===== config.mk =====
export PLATFORM = sky130hd
export DESIGN_NAME = fetch_unit_top
export DESIGN_NICKNAME = d
export VERILOG_FILES = /design/src/fetch_pkg.sv /design/src/prefetch_ctrl.sv /design/src/align_buffer.sv /design/src/fetch_stats.sv /design/src/fetch_unit_top.sv
export SDC_FILE = /design/constraint.sdc
export NUM_CORES = 1
export LEC_CHECK = 0
export BUFFER_PORTS_ARGS = -buffer_cell sky130_fd_sc_hd__buf_2
export CORE_MARGIN = 1.5
export CORE_UTILIZATION = 60
export CTS_CLUSTER_DIAMETER = 40
export DETAILED_ROUTE_END_ITERATION = 12
export GPL_ROUTABILITY_DRIVEN = 0
export PLACE_DENSITY_LB_ADDON = 0.08
export SETUP_SLACK_MARGIN = 0.05
export SLEW_MARGIN = 25
export SYNTH_ARGS = -nofsm -noshare
export SYNTH_HDL_FRONTEND = slang
export SYNTH_SLANG_ARGS = --single-unit
export TNS_END_PERCENT = 50

===== constraint.sdc =====
create_clock -name clk -period 10 [get_ports clk]
set_input_delay 2 -clock clk [delete_from_list [all_inputs] [get_ports clk]]
set_output_delay 2 -clock clk [all_outputs]
set_load 0.02 [all_outputs]

===== src/fetch_pkg.sv =====
// Fetch front end package with shared widths, types and FIFO constants
package fetch_pkg;

  //////////////////////////////
  // Widths
  //////////////////////////////

  // Memory word and byte address
  localparam int WORD_W = 32;
  localparam int ADDR_W = 32;

  // Instruction container, compressed ones use the low half
  localparam int INSTR_W = 32;

  // Counter widths
  localparam int OUT_CNT_W   = 3;
  localparam int FLUSH_CNT_W = 2;
  localparam int STAT_CNT_W  = 16;

  //////////////////////////////
  // FIFO and request limits
  //////////////////////////////

  // Word slots in the alignment FIFO
  localparam int FIFO_DEPTH = 3;

  // Enough bits to count 0 to FIFO_DEPTH slots
  localparam int FIFO_CNT_W = $clog2(FIFO_DEPTH + 1);

  // Requests in flight without a pending flush
  localparam int MAX_OUTSTANDING = 2;

  // Low bits that mark a full 32-bit instruction
  localparam logic [1:0] RVC_UNCOMPRESSED = 2'b11;

  //////////////////////////////
  // Types
  //////////////////////////////

  typedef logic [WORD_W-1:0]      word_t;
  typedef logic [ADDR_W-1:0]      addr_t;
  typedef logic [INSTR_W-1:0]     instr_t;

  // Outstanding memory requests
  typedef logic [OUT_CNT_W-1:0]   out_cnt_t;

  // Responses still to be thrown away after a branch
  typedef logic [FLUSH_CNT_W-1:0] flush_cnt_t;

  // Wrapping statistics counter
  typedef logic [STAT_CNT_W-1:0]  stat_cnt_t;

  // Valid word slots in the FIFO
  typedef logic [FIFO_CNT_W-1:0]  fifo_cnt_t;

endpackage


===== src/prefetch_ctrl.sv =====
`timescale 1ns/1ps
// Prefetch controller that issues word requests and drops responses flushed by a branch
module prefetch_ctrl (
  input  logic                             clk,
  input  logic                             rst_n,

  // Core control
  input  logic                             branch_i,
  input  fetch_pkg::addr_t                 branch_addr_i,
  input  logic                             prefetch_en_i,

  // Memory request
  output logic                             fetch_valid_o,
  input  logic                             fetch_ready_i,
  output fetch_pkg::addr_t                 fetch_addr_o,

  // Memory response
  input  logic                             resp_valid_i,
  output logic                             resp_valid_gated_o,

  // Fill level of the alignment FIFO
  input  logic [fetch_pkg::FIFO_CNT_W-1:0] fifo_words_i,

  output logic                             busy_o
);

  import fetch_pkg::*;

  // Next word address to request
  addr_t      next_addr_q, next_addr_n;
  addr_t      branch_word;
  addr_t      addr_base;

  // Request and flush bookkeeping
  out_cnt_t   out_cnt_q, out_cnt_n;
  out_cnt_t   nonflush_cnt;
  out_cnt_t   fill_level;
  flush_cnt_t flush_cnt_q, flush_cnt_n;

  // Set by the first branch, nothing is fetched before it
  logic       started_q;

  logic       fifo_room;
  logic       branch_req;
  logic       req_accept;

  //////////////////////////////
  // Request side
  //////////////////////////////

  // Memory is word addressed
  assign branch_word = {branch_addr_i[ADDR_W-1:2], 2'b00};

  // Requests whose response will actually be used
  assign nonflush_cnt = out_cnt_q - out_cnt_t'(flush_cnt_q);

  // Words held plus words on their way
  assign fill_level = out_cnt_t'(fifo_words_i) + nonflush_cnt;

  // Keep one slot spare and cap requests in flight
  assign fifo_room = started_q &&
                     (fill_level < out_cnt_t'(FIFO_DEPTH - 1)) &&
                     (out_cnt_q < out_cnt_t'(MAX_OUTSTANDING));

  // Branch request goes out at once
  // Bounded so the flush count cannot overflow
  assign branch_req = prefetch_en_i && (out_cnt_q <= out_cnt_t'(MAX_OUTSTANDING));

  assign fetch_valid_o = branch_i ? branch_req : (prefetch_en_i && fifo_room);
  assign fetch_addr_o  = branch_i ? branch_word : next_addr_q;

  assign req_accept = fetch_valid_o && fetch_ready_i;

  // Address held while ready is low
  assign addr_base   = branch_i ? branch_word : next_addr_q;
  assign next_addr_n = req_accept ? (addr_base + addr_t'(4)) : addr_base;

  //////////////////////////////
  // Outstanding and flush
  //////////////////////////////

  // Up on accepted request, down on any response
  assign out_cnt_n = out_cnt_q + out_cnt_t'(req_accept) - out_cnt_t'(resp_valid_i);

  always_comb begin
    flush_cnt_n = flush_cnt_q;
    if (branch_i) begin
      // Every request still in flight now belongs to the old path
      // A response arriving this cycle is already gone
      flush_cnt_n = flush_cnt_t'(out_cnt_q - out_cnt_t'(resp_valid_i));
    end else if (resp_valid_i && (flush_cnt_q != '0)) begin
      // One stale word dropped
      flush_cnt_n = flush_cnt_q - 1'b1;
    end
  end

  // Responses are in order so stale ones come first
  assign resp_valid_gated_o = resp_valid_i && (flush_cnt_q == '0);

  // Busy while any response is still expected
  assign busy_o = (out_cnt_q != '0);

  //////////////////////////////
  // Registers
  //////////////////////////////

  always_ff @(posedge clk or negedge rst_n) begin
    if (!rst_n) begin
      next_addr_q <= '0;
      out_cnt_q   <= '0;
      flush_cnt_q <= '0;
      started_q   <= 1'b0;
    end else begin
      next_addr_q <= next_addr_n;
      out_cnt_q   <= out_cnt_n;
      flush_cnt_q <= flush_cnt_n;
      if (branch_i) begin
        started_q <= 1'b1;
      end
    end
  end

endmodule


===== src/align_buffer.sv =====
`timescale 1ns/1ps
// Alignment buffer that rebuilds 16- and 32-bit instructions from a small word FIFO
module align_buffer (
  input  logic                             clk,
  input  logic                             rst_n,

  // Core control
  input  logic                             branch_i,
  input  fetch_pkg::addr_t                 branch_addr_i,

  // Filtered memory response
  input  logic                             resp_valid_i,
  input  fetch_pkg::word_t                 resp_rdata_i,

  // Instruction output
  output logic                             instr_valid_o,
  input  logic                             instr_ready_i,
  output fetch_pkg::instr_t                instr_o,
  output fetch_pkg::addr_t                 instr_addr_o,

  // Fill level back to the prefetcher
  output logic [fetch_pkg::FIFO_CNT_W-1:0] fifo_words_o
);

  import fetch_pkg::*;

  // Slot 0 is the oldest word and feeds the output
  word_t     slot_q    [FIFO_DEPTH];
  word_t     slot_push [FIFO_DEPTH];
  word_t     slot_n    [FIFO_DEPTH];

  // Valid slots are always 0 up to words_q-1
  fifo_cnt_t words_q, words_push, words_n;

  // Halfword address of the instruction at the output
  addr_t     addr_q, addr_n;

  // Candidate instruction data
  word_t     head;
  word_t     straddle;
  logic      head_valid;
  logic      straddle_valid;

  logic      lower_compr;
  logic      upper_compr;
  logic      instr_compr;
  logic      xfer;
  logic      pop;

  //////////////////////////////
  // Instruction select
  //////////////////////////////

  // Oldest word, or the incoming one when the FIFO is empty
  assign head       = (words_q != '0) ? slot_q[0] : resp_rdata_i;
  assign head_valid = (words_q != '0) || resp_valid_i;

  // Upper half of the head plus lower half of the following word
  assign straddle = (words_q > fifo_cnt_t'(1)) ?
                    {slot_q[1][15:0], head[31:16]} :
                    {resp_rdata_i[15:0], head[31:16]};

  // Second word from slot 1 or straight from memory
  assign straddle_valid = (words_q > fifo_cnt_t'(1)) ||
                          ((words_q != '0) && resp_valid_i);

  // Only meaningful while the head is valid
  assign lower_compr = (head[1:0] != RVC_UNCOMPRESSED);
  assign upper_compr = (head[17:16] != RVC_UNCOMPRESSED);

  always_comb begin
    // Aligned case, whole instruction starts in the head word
    instr_o       = head;
    instr_valid_o = head_valid;
    if (addr_q[1]) begin
      // Starts at the upper half
      instr_o = straddle;
      if (!upper_compr) begin
        // 32-bit one needs both halves present
        instr_valid_o = straddle_valid;
      end
    end
    // Old path content never leaves on a branch
    if (branch_i) begin
      instr_valid_o = 1'b0;
    end
  end

  assign instr_compr = addr_q[1] ? upper_compr : lower_compr;

  assign xfer = instr_valid_o && instr_ready_i;

  // Slot 0 is done when its upper half has been used
  assign pop = xfer && (addr_q[1] || !instr_compr);

  // Step 2 for compressed, 4 otherwise
  assign addr_n = xfer ? (addr_q + (instr_compr ? addr_t'(2) : addr_t'(4))) : addr_q;

  //////////////////////////////
  // FIFO update
  //////////////////////////////

  always_comb begin
    slot_push  = slot_q;
    words_push = words_q;
    // New word lands in the first free slot
    if (resp_valid_i && (words_q < fifo_cnt_t'(FIFO_DEPTH))) begin
      for (int i = 0; i < FIFO_DEPTH; i++) begin
        if (fifo_cnt_t'(i) == words_q) begin
          slot_push[i] = resp_rdata_i;
        end
      end
      words_push = words_q + 1'b1;
    end
  end

  always_comb begin
    slot_n  = slot_push;
    words_n = words_push;
    // Shift down by one word
    // Pass-through words go in and out in the same cycle
    if (pop) begin
      for (int i = 0; i < FIFO_DEPTH - 1; i++) begin
        slot_n[i] = slot_push[i + 1];
      end
      words_n = words_push - 1'b1;
    end
  end

  //////////////////////////////
  // Registers
  //////////////////////////////

  always_ff @(posedge clk or negedge rst_n) begin
    if (!rst_n) begin
      words_q <= '0;
      addr_q  <= '0;
    end else if (branch_i) begin
      // Drop everything and restart at the target halfword
      // An unaligned target skips the lower half of its first word
      words_q <= '0;
      addr_q  <= {branch_addr_i[ADDR_W-1:1], 1'b0};
    end else begin
      words_q <= words_n;
      addr_q  <= addr_n;
    end
  end

  // Word storage
  always_ff @(posedge clk) begin
    slot_q <= slot_n;
  end

  assign instr_addr_o = addr_q;
  assign fifo_words_o = words_q;

endmodule


===== src/fetch_stats.sv =====
`timescale 1ns/1ps
// Fetch statistics counting delivered instructions and miss cycles
module fetch_stats (
  input  logic                 clk,
  input  logic                 rst_n,

  // Observed handshakes
  input  logic                 instr_valid_i,
  input  logic                 instr_ready_i,
  input  logic                 resp_valid_i,
  input  logic                 branch_i,

  // Wrapping counters
  output fetch_pkg::stat_cnt_t instr_count_o,
  output fetch_pkg::stat_cnt_t miss_count_o
);

  import fetch_pkg::*;

  stat_cnt_t instr_cnt_q;
  stat_cnt_t miss_cnt_q;

  logic      delivered;
  logic      miss;

  // One instruction handed over
  assign delivered = instr_valid_i && instr_ready_i;

  // Consumer waiting with nothing to give
  // Branch cycles and cycles with a word arriving are not counted
  assign miss = instr_ready_i && !instr_valid_i && !branch_i && !resp_valid_i;

  //////////////////////////////
  // Counters
  //////////////////////////////

  always_ff @(posedge clk or negedge rst_n) begin
    if (!rst_n) begin
      instr_cnt_q <= '0;
      miss_cnt_q  <= '0;
    end else begin
      if (delivered) begin
        instr_cnt_q <= instr_cnt_q + 1'b1;
      end
      if (miss) begin
        miss_cnt_q <= miss_cnt_q + 1'b1;
      end
    end
  end

  assign instr_count_o = instr_cnt_q;
  assign miss_count_o  = miss_cnt_q;

endmodule


===== src/fetch_unit_top.sv =====
`timescale 1ns/1ps
// Instruction fetch front end joining prefetcher, alignment buffer and statistics
module fetch_unit_top (
  input  logic                 clk,
  input  logic                 rst_n,

  // Core control
  input  logic                 branch_i,
  input  fetch_pkg::addr_t     branch_addr_i,
  input  logic                 prefetch_en_i,
  output logic                 busy_o,

  // Memory request
  output logic                 fetch_valid_o,
  input  logic                 fetch_ready_i,
  output fetch_pkg::addr_t     fetch_addr_o,

  // Memory response
  input  logic                 resp_valid_i,
  input  fetch_pkg::word_t     resp_rdata_i,

  // Instruction output
  output logic                 instr_valid_o,
  input  logic                 instr_ready_i,
  output fetch_pkg::instr_t    instr_o,
  output fetch_pkg::addr_t     instr_addr_o,

  // Statistics
  output fetch_pkg::stat_cnt_t instr_count_o,
  output fetch_pkg::stat_cnt_t miss_count_o
);

  import fetch_pkg::*;

  // Response with stale words removed
  logic      resp_valid_gated;

  // FIFO fill level seen by the prefetcher
  fifo_cnt_t fifo_words;

  prefetch_ctrl prefetch_ctrl_i (
    .clk                (clk),
    .rst_n              (rst_n),
    .branch_i           (branch_i),
    .branch_addr_i      (branch_addr_i),
    .prefetch_en_i      (prefetch_en_i),
    .fetch_valid_o      (fetch_valid_o),
    .fetch_ready_i      (fetch_ready_i),
    .fetch_addr_o       (fetch_addr_o),
    .resp_valid_i       (resp_valid_i),
    .resp_valid_gated_o (resp_valid_gated),
    .fifo_words_i       (fifo_words),
    .busy_o             (busy_o)
  );

  align_buffer align_buffer_i (
    .clk           (clk),
    .rst_n         (rst_n),
    .branch_i      (branch_i),
    .branch_addr_i (branch_addr_i),
    .resp_valid_i  (resp_valid_gated),
    .resp_rdata_i  (resp_rdata_i),
    .instr_valid_o (instr_valid_o),
    .instr_ready_i (instr_ready_i),
    .instr_o       (instr_o),
    .instr_addr_o  (instr_addr_o),
    .fifo_words_o  (fifo_words)
  );

  // Watches the output handshake and the filtered response
  fetch_stats fetch_stats_i (
    .clk           (clk),
    .rst_n         (rst_n),
    .instr_valid_i (instr_valid_o),
    .instr_ready_i (instr_ready_i),
    .resp_valid_i  (resp_valid_gated),
    .branch_i      (branch_i),
    .instr_count_o (instr_count_o),
    .miss_count_o  (miss_count_o)
  );

endmodule


==> key figures <==
Outcome
  – Run status: finished, final reports clean

Critical path
  – Reg2reg start: align_buffer_i.fifo_words_o[0]$_DFF_PN0_
  – Worst Setup Path Type: in2out
  – Worst R2R End: align_buffer_i.instr_addr_o[28]$_DFFE_PN0N_
  – CP startpoint kind: primary input
  – Worst Path Arrival: about 3600 ps
  – R2R Setup Slk: about 5700 ps
  – Bufs and invs on worst path: 3
  – Delay-heaviest family, CP: buffers and inverters
  – Sequence of cells on the critical path: buf_2 -> buf_4 -> nand2_1 -> o21ai_0 -> buf_2
  – CP max stage delay: around 740 ps
  – Crit end category: output pin
  – Top cell by count, worst path: buf_2
  – FF-to-FF path depth: 15
  – CP max FO: about 100
  – Slowest CP cell: buf_4
  – Crit path required time: ~8000 ps

Yosys
  – Synth warn: 0
  – Post-synthesis cell area: 10400 sq um
  – Syn_area_per_cell: ~11 sq um
  – #FFs+latches synth: ~200
  – Sequential share of the synthesized area: 46.4%
  – Ys async rst share: 51.8%
  – Post-synth EDFFs: 32
  – Syn Inst Count: ~970
  – Ys flop type: dfrtp_1
  – Post-Syn Nets: about 1100
  – Post-synth cell types: 72

Global route
  – GR Util met1: 41.3%
  – GRT Total Usage: between 20% and 30%
  – Initial antenna violation count: 2
  – GR Layer Usage met3: ~5%
  – GR peak layer: met2
  – GR Util met2: 44.1%
  – GR Overflow Total: 0
  – First-pass GRT wire length: between 40 and 50 mm
  – Pin count of the biggest net entering global routing: approximately 100
  – Vias in the first global route: 7878

Timing
  – Slew @ Worst Pin: a little under 1000 ps
  – RSZ-0062 raised after global routing: no
  – Max Clock Freq: 178 MHz
  – Crit path setup slack, layout: ~4400 ps
  – Hold WS: roughly 460 ps
  – # setup viols final: 0
  – Fin. Hold Viols: 0
  – Final period util: 56.1%
  – Post-route minimum period: 5610 ps
  – Pins Over Slew Limit: 0
  – Sum Neg Setup Slack: 0 ps
  – Worst Clk Skew: 8.62 ps
  – Max-Slew Margin vs Limit: about a third

Floorplanning
  – Die area: between 15000 and 20000 sq um
  – Initial core utilization: roughly three fifths
  – IO Count: slightly above 200
  – Die Wd: between 100 and 150 microns
  – Core area: approximately 17000 sq um
  – Die height: approximately 130 microns
  – Row Count: 47

Placement
  – Post-Place Cells: approximately 1300
  – Setup Slack @ Placement: roughly 4400 ps
  – Dpl hpwl: between 15 and 20 mm
  – Dpl cell area: 11500 sq um
  – Port bufs: roughly 200

Clock network
  – TritonCTS Sinks: 199
  – CTS tree: built
  – Root Buffer: clkbuf_16
  – Number of H-tree levels: 4
  – Later-pin clock latency in the skew report: 440 ps
  – Hold-fix buffer count after cts: 0
  – Clock transition at the registers of the reported paths: about 70 ps
  – Post_cts resized: 0
  – Max Root-Sink Buffers: 2
  – Num CTS Buffers: 17
  – Post-CTS setup buffer count: 0

Finish
  – Most common cell after layout, fill and taps aside: buf_2
  – Share of layout cells above drive strength 1: between 30% and 40%
  – Commonest non-fill, non-tap cells in the layout: buf_2, dfrtp_1, nand2_1
  – P&R area growth vs syn: 16.6%
  – Finished layout cell area: between 10000 and 15000 sq um
  – Final-stage net count: ~1200
  – Final Non-Filler Cells: 1381

Min path
  – Hold Path Depth: 1
  – Worst Hold Class: reg2reg
  – Hold Path Origin: fetch_stats_i.miss_count_o[15]$_DFFE_PN0P_
  – Worst hold endpoint: fetch_stats_i.miss_count_o[15]$_DFFE_PN0P_

Drt
  – Antenna-violating nets left: 0
  – DR vias: between 8000 and 9000
  – Vias/cell: between 5 and 6
  – Wire length per cell: around 18 microns
  – Drt initial violations: between 500 and 600
  – First-pass DRT Iterations: 5
  – DRC Markers: 0
  – Routed WL: approximately 25 mm

Pwr
  – Peak VDD IR: around 0.00016 V
  – Pwr per Cell Area: about 270 nW/um^2
  – Static Leak: 5.39 nW

Run
  – Max-Cap Viols: 0
-- stage by stage --
step	utilization, %	total power [mW]
floorplan	-	2.21
global placement	68.4	2.53
global route	72.3	3.50
CTS	72.2	3.31
detailed placement	68.4	2.57
finish	72.3	3.30
-- worst max-delay path by stage --
stage                     startpoint                to  slack [ps]  cells past startpoint
after global placement      branch_i     fetch_valid_o        4430                      6
after detailed placement    branch_i  fetch_addr_o[29]        4420                      5
final                       branch_i  fetch_addr_o[29]        4390                      5
after CTS                   branch_i     fetch_valid_o        4410                      6
after global routing        branch_i     fetch_valid_o        4140                      6
after floorplan             branch_i     instr_valid_o        4520                      7
-- kinds of logic (layout without fill, tap and decap cells) --
| kind of cell | count (synthesis) | count (layout) | synth area share, % |
|---|---|---|---|
| fa+ha+maj | 19 | 19 | 2.58 |
| compound gates | 179 | 179 | 13.2 |
| mux | 70 | 70 | 9.02 |
| other cells | 1 | 3 | 0.0361 |
| flops | 199 | 199 | 46.4 |
| xor+xnor | 91 | 91 | 7.82 |
| simple gates | 322 | 322 | 16.8 |
| buf+inv | 93 | 278 | 4.11 |
-- area by class of cell --
| class | instances | area [sq um] |
|---|---|---|
| clock buffer | 19 | 453 |
| timing repair buffer | 211 | 1090 |
| inverter | 35 | 131 |
| tap | 220 | 275 |
| clock inverter | 13 | 185 |
| multi-input combinational | 682 | 5150 |
| fill | 1247 | 4650 |
| antenna | 2 | 5.00 |
| sequential | 199 | 4820 |
-- routing by layer --
| layer | part of all wire (%) | routed length, microns |
|---|---|---|
| met2 | 46 | 11700 |
| met3 | 6.5 | 1650 |
| met5 | 0 | 0 |
| met4 | 1.9 | 488 |
| met1 | 45 | 11500 |
-- synth_stat cells, types with 5 or more instances --
library cell | count | share of area, %
nor4_1 | 11 | 0.66
and2_1 | 5 | 0.30
xnor2_1 | 54 | 4.6
a21oi_1 | 9 | 0.43
nand3_1 | 27 | 1.3
ha_1 | 15 | 1.8
buf_1 | 7 | 0.25
or3_1 | 33 | 2.0
nor2_1 | 30 | 1.1
xor2_1 | 36 | 3.0
o21ai_0 | 40 | 1.9
inv_1 | 35 | 1.3
nand2_1 | 100 | 3.6
o31a_1 | 5 | 0.42
nand4_1 | 20 | 1.2
edfxtp_1 | 32 | 9.3
nor3_1 | 18 | 0.87
dfxtp_1 | 64 | 12
and3_1 | 16 | 0.96
a22o_1 | 32 | 2.7
a211oi_1 | 15 | 1.1
dfrtp_1 | 103 | 25
o221a_2 | 32 | 3.5
nand2b_1 | 8 | 0.48
mux4_2 | 14 | 3.0
clkbuf_1 | 24 | 0.87
buf_4 | 5 | 0.36
mux2i_1 | 7 | 0.67
nor2b_1 | 22 | 1.3
buf_2 | 18 | 0.87
a31oi_1 | 21 | 1.3
mux2_2 | 49 | 5.3
-- flip-flops by register name, summed over array words and instances (netlist names) --
| signal | cells |
|---|---|
| align_buffer_i.fifo_words_o | 2 |
| align_buffer_i.instr_addr_o | 31 |
| align_buffer_i.slot_q | 96 |
| fetch_stats_i.instr_count_o | 16 |
| fetch_stats_i.miss_count_o | 16 |
| prefetch_ctrl_i.flush_cnt_q | 2 |
| prefetch_ctrl_i.next_addr_q | 32 |
| prefetch_ctrl_i.out_cnt_q | 3 |
| prefetch_ctrl_i.started_q | 1 |
-- report_power, final --
part	switching, mW	internal, mW	total (mW)	leakage, nW
Combinational	0.720	0.589	1.31	2.96
Sequential	0.169	1.08	1.25	2.12
Clock	0.323	0.416	0.738	0.308
Note: power is estimated with default switching activity, not from simulation.
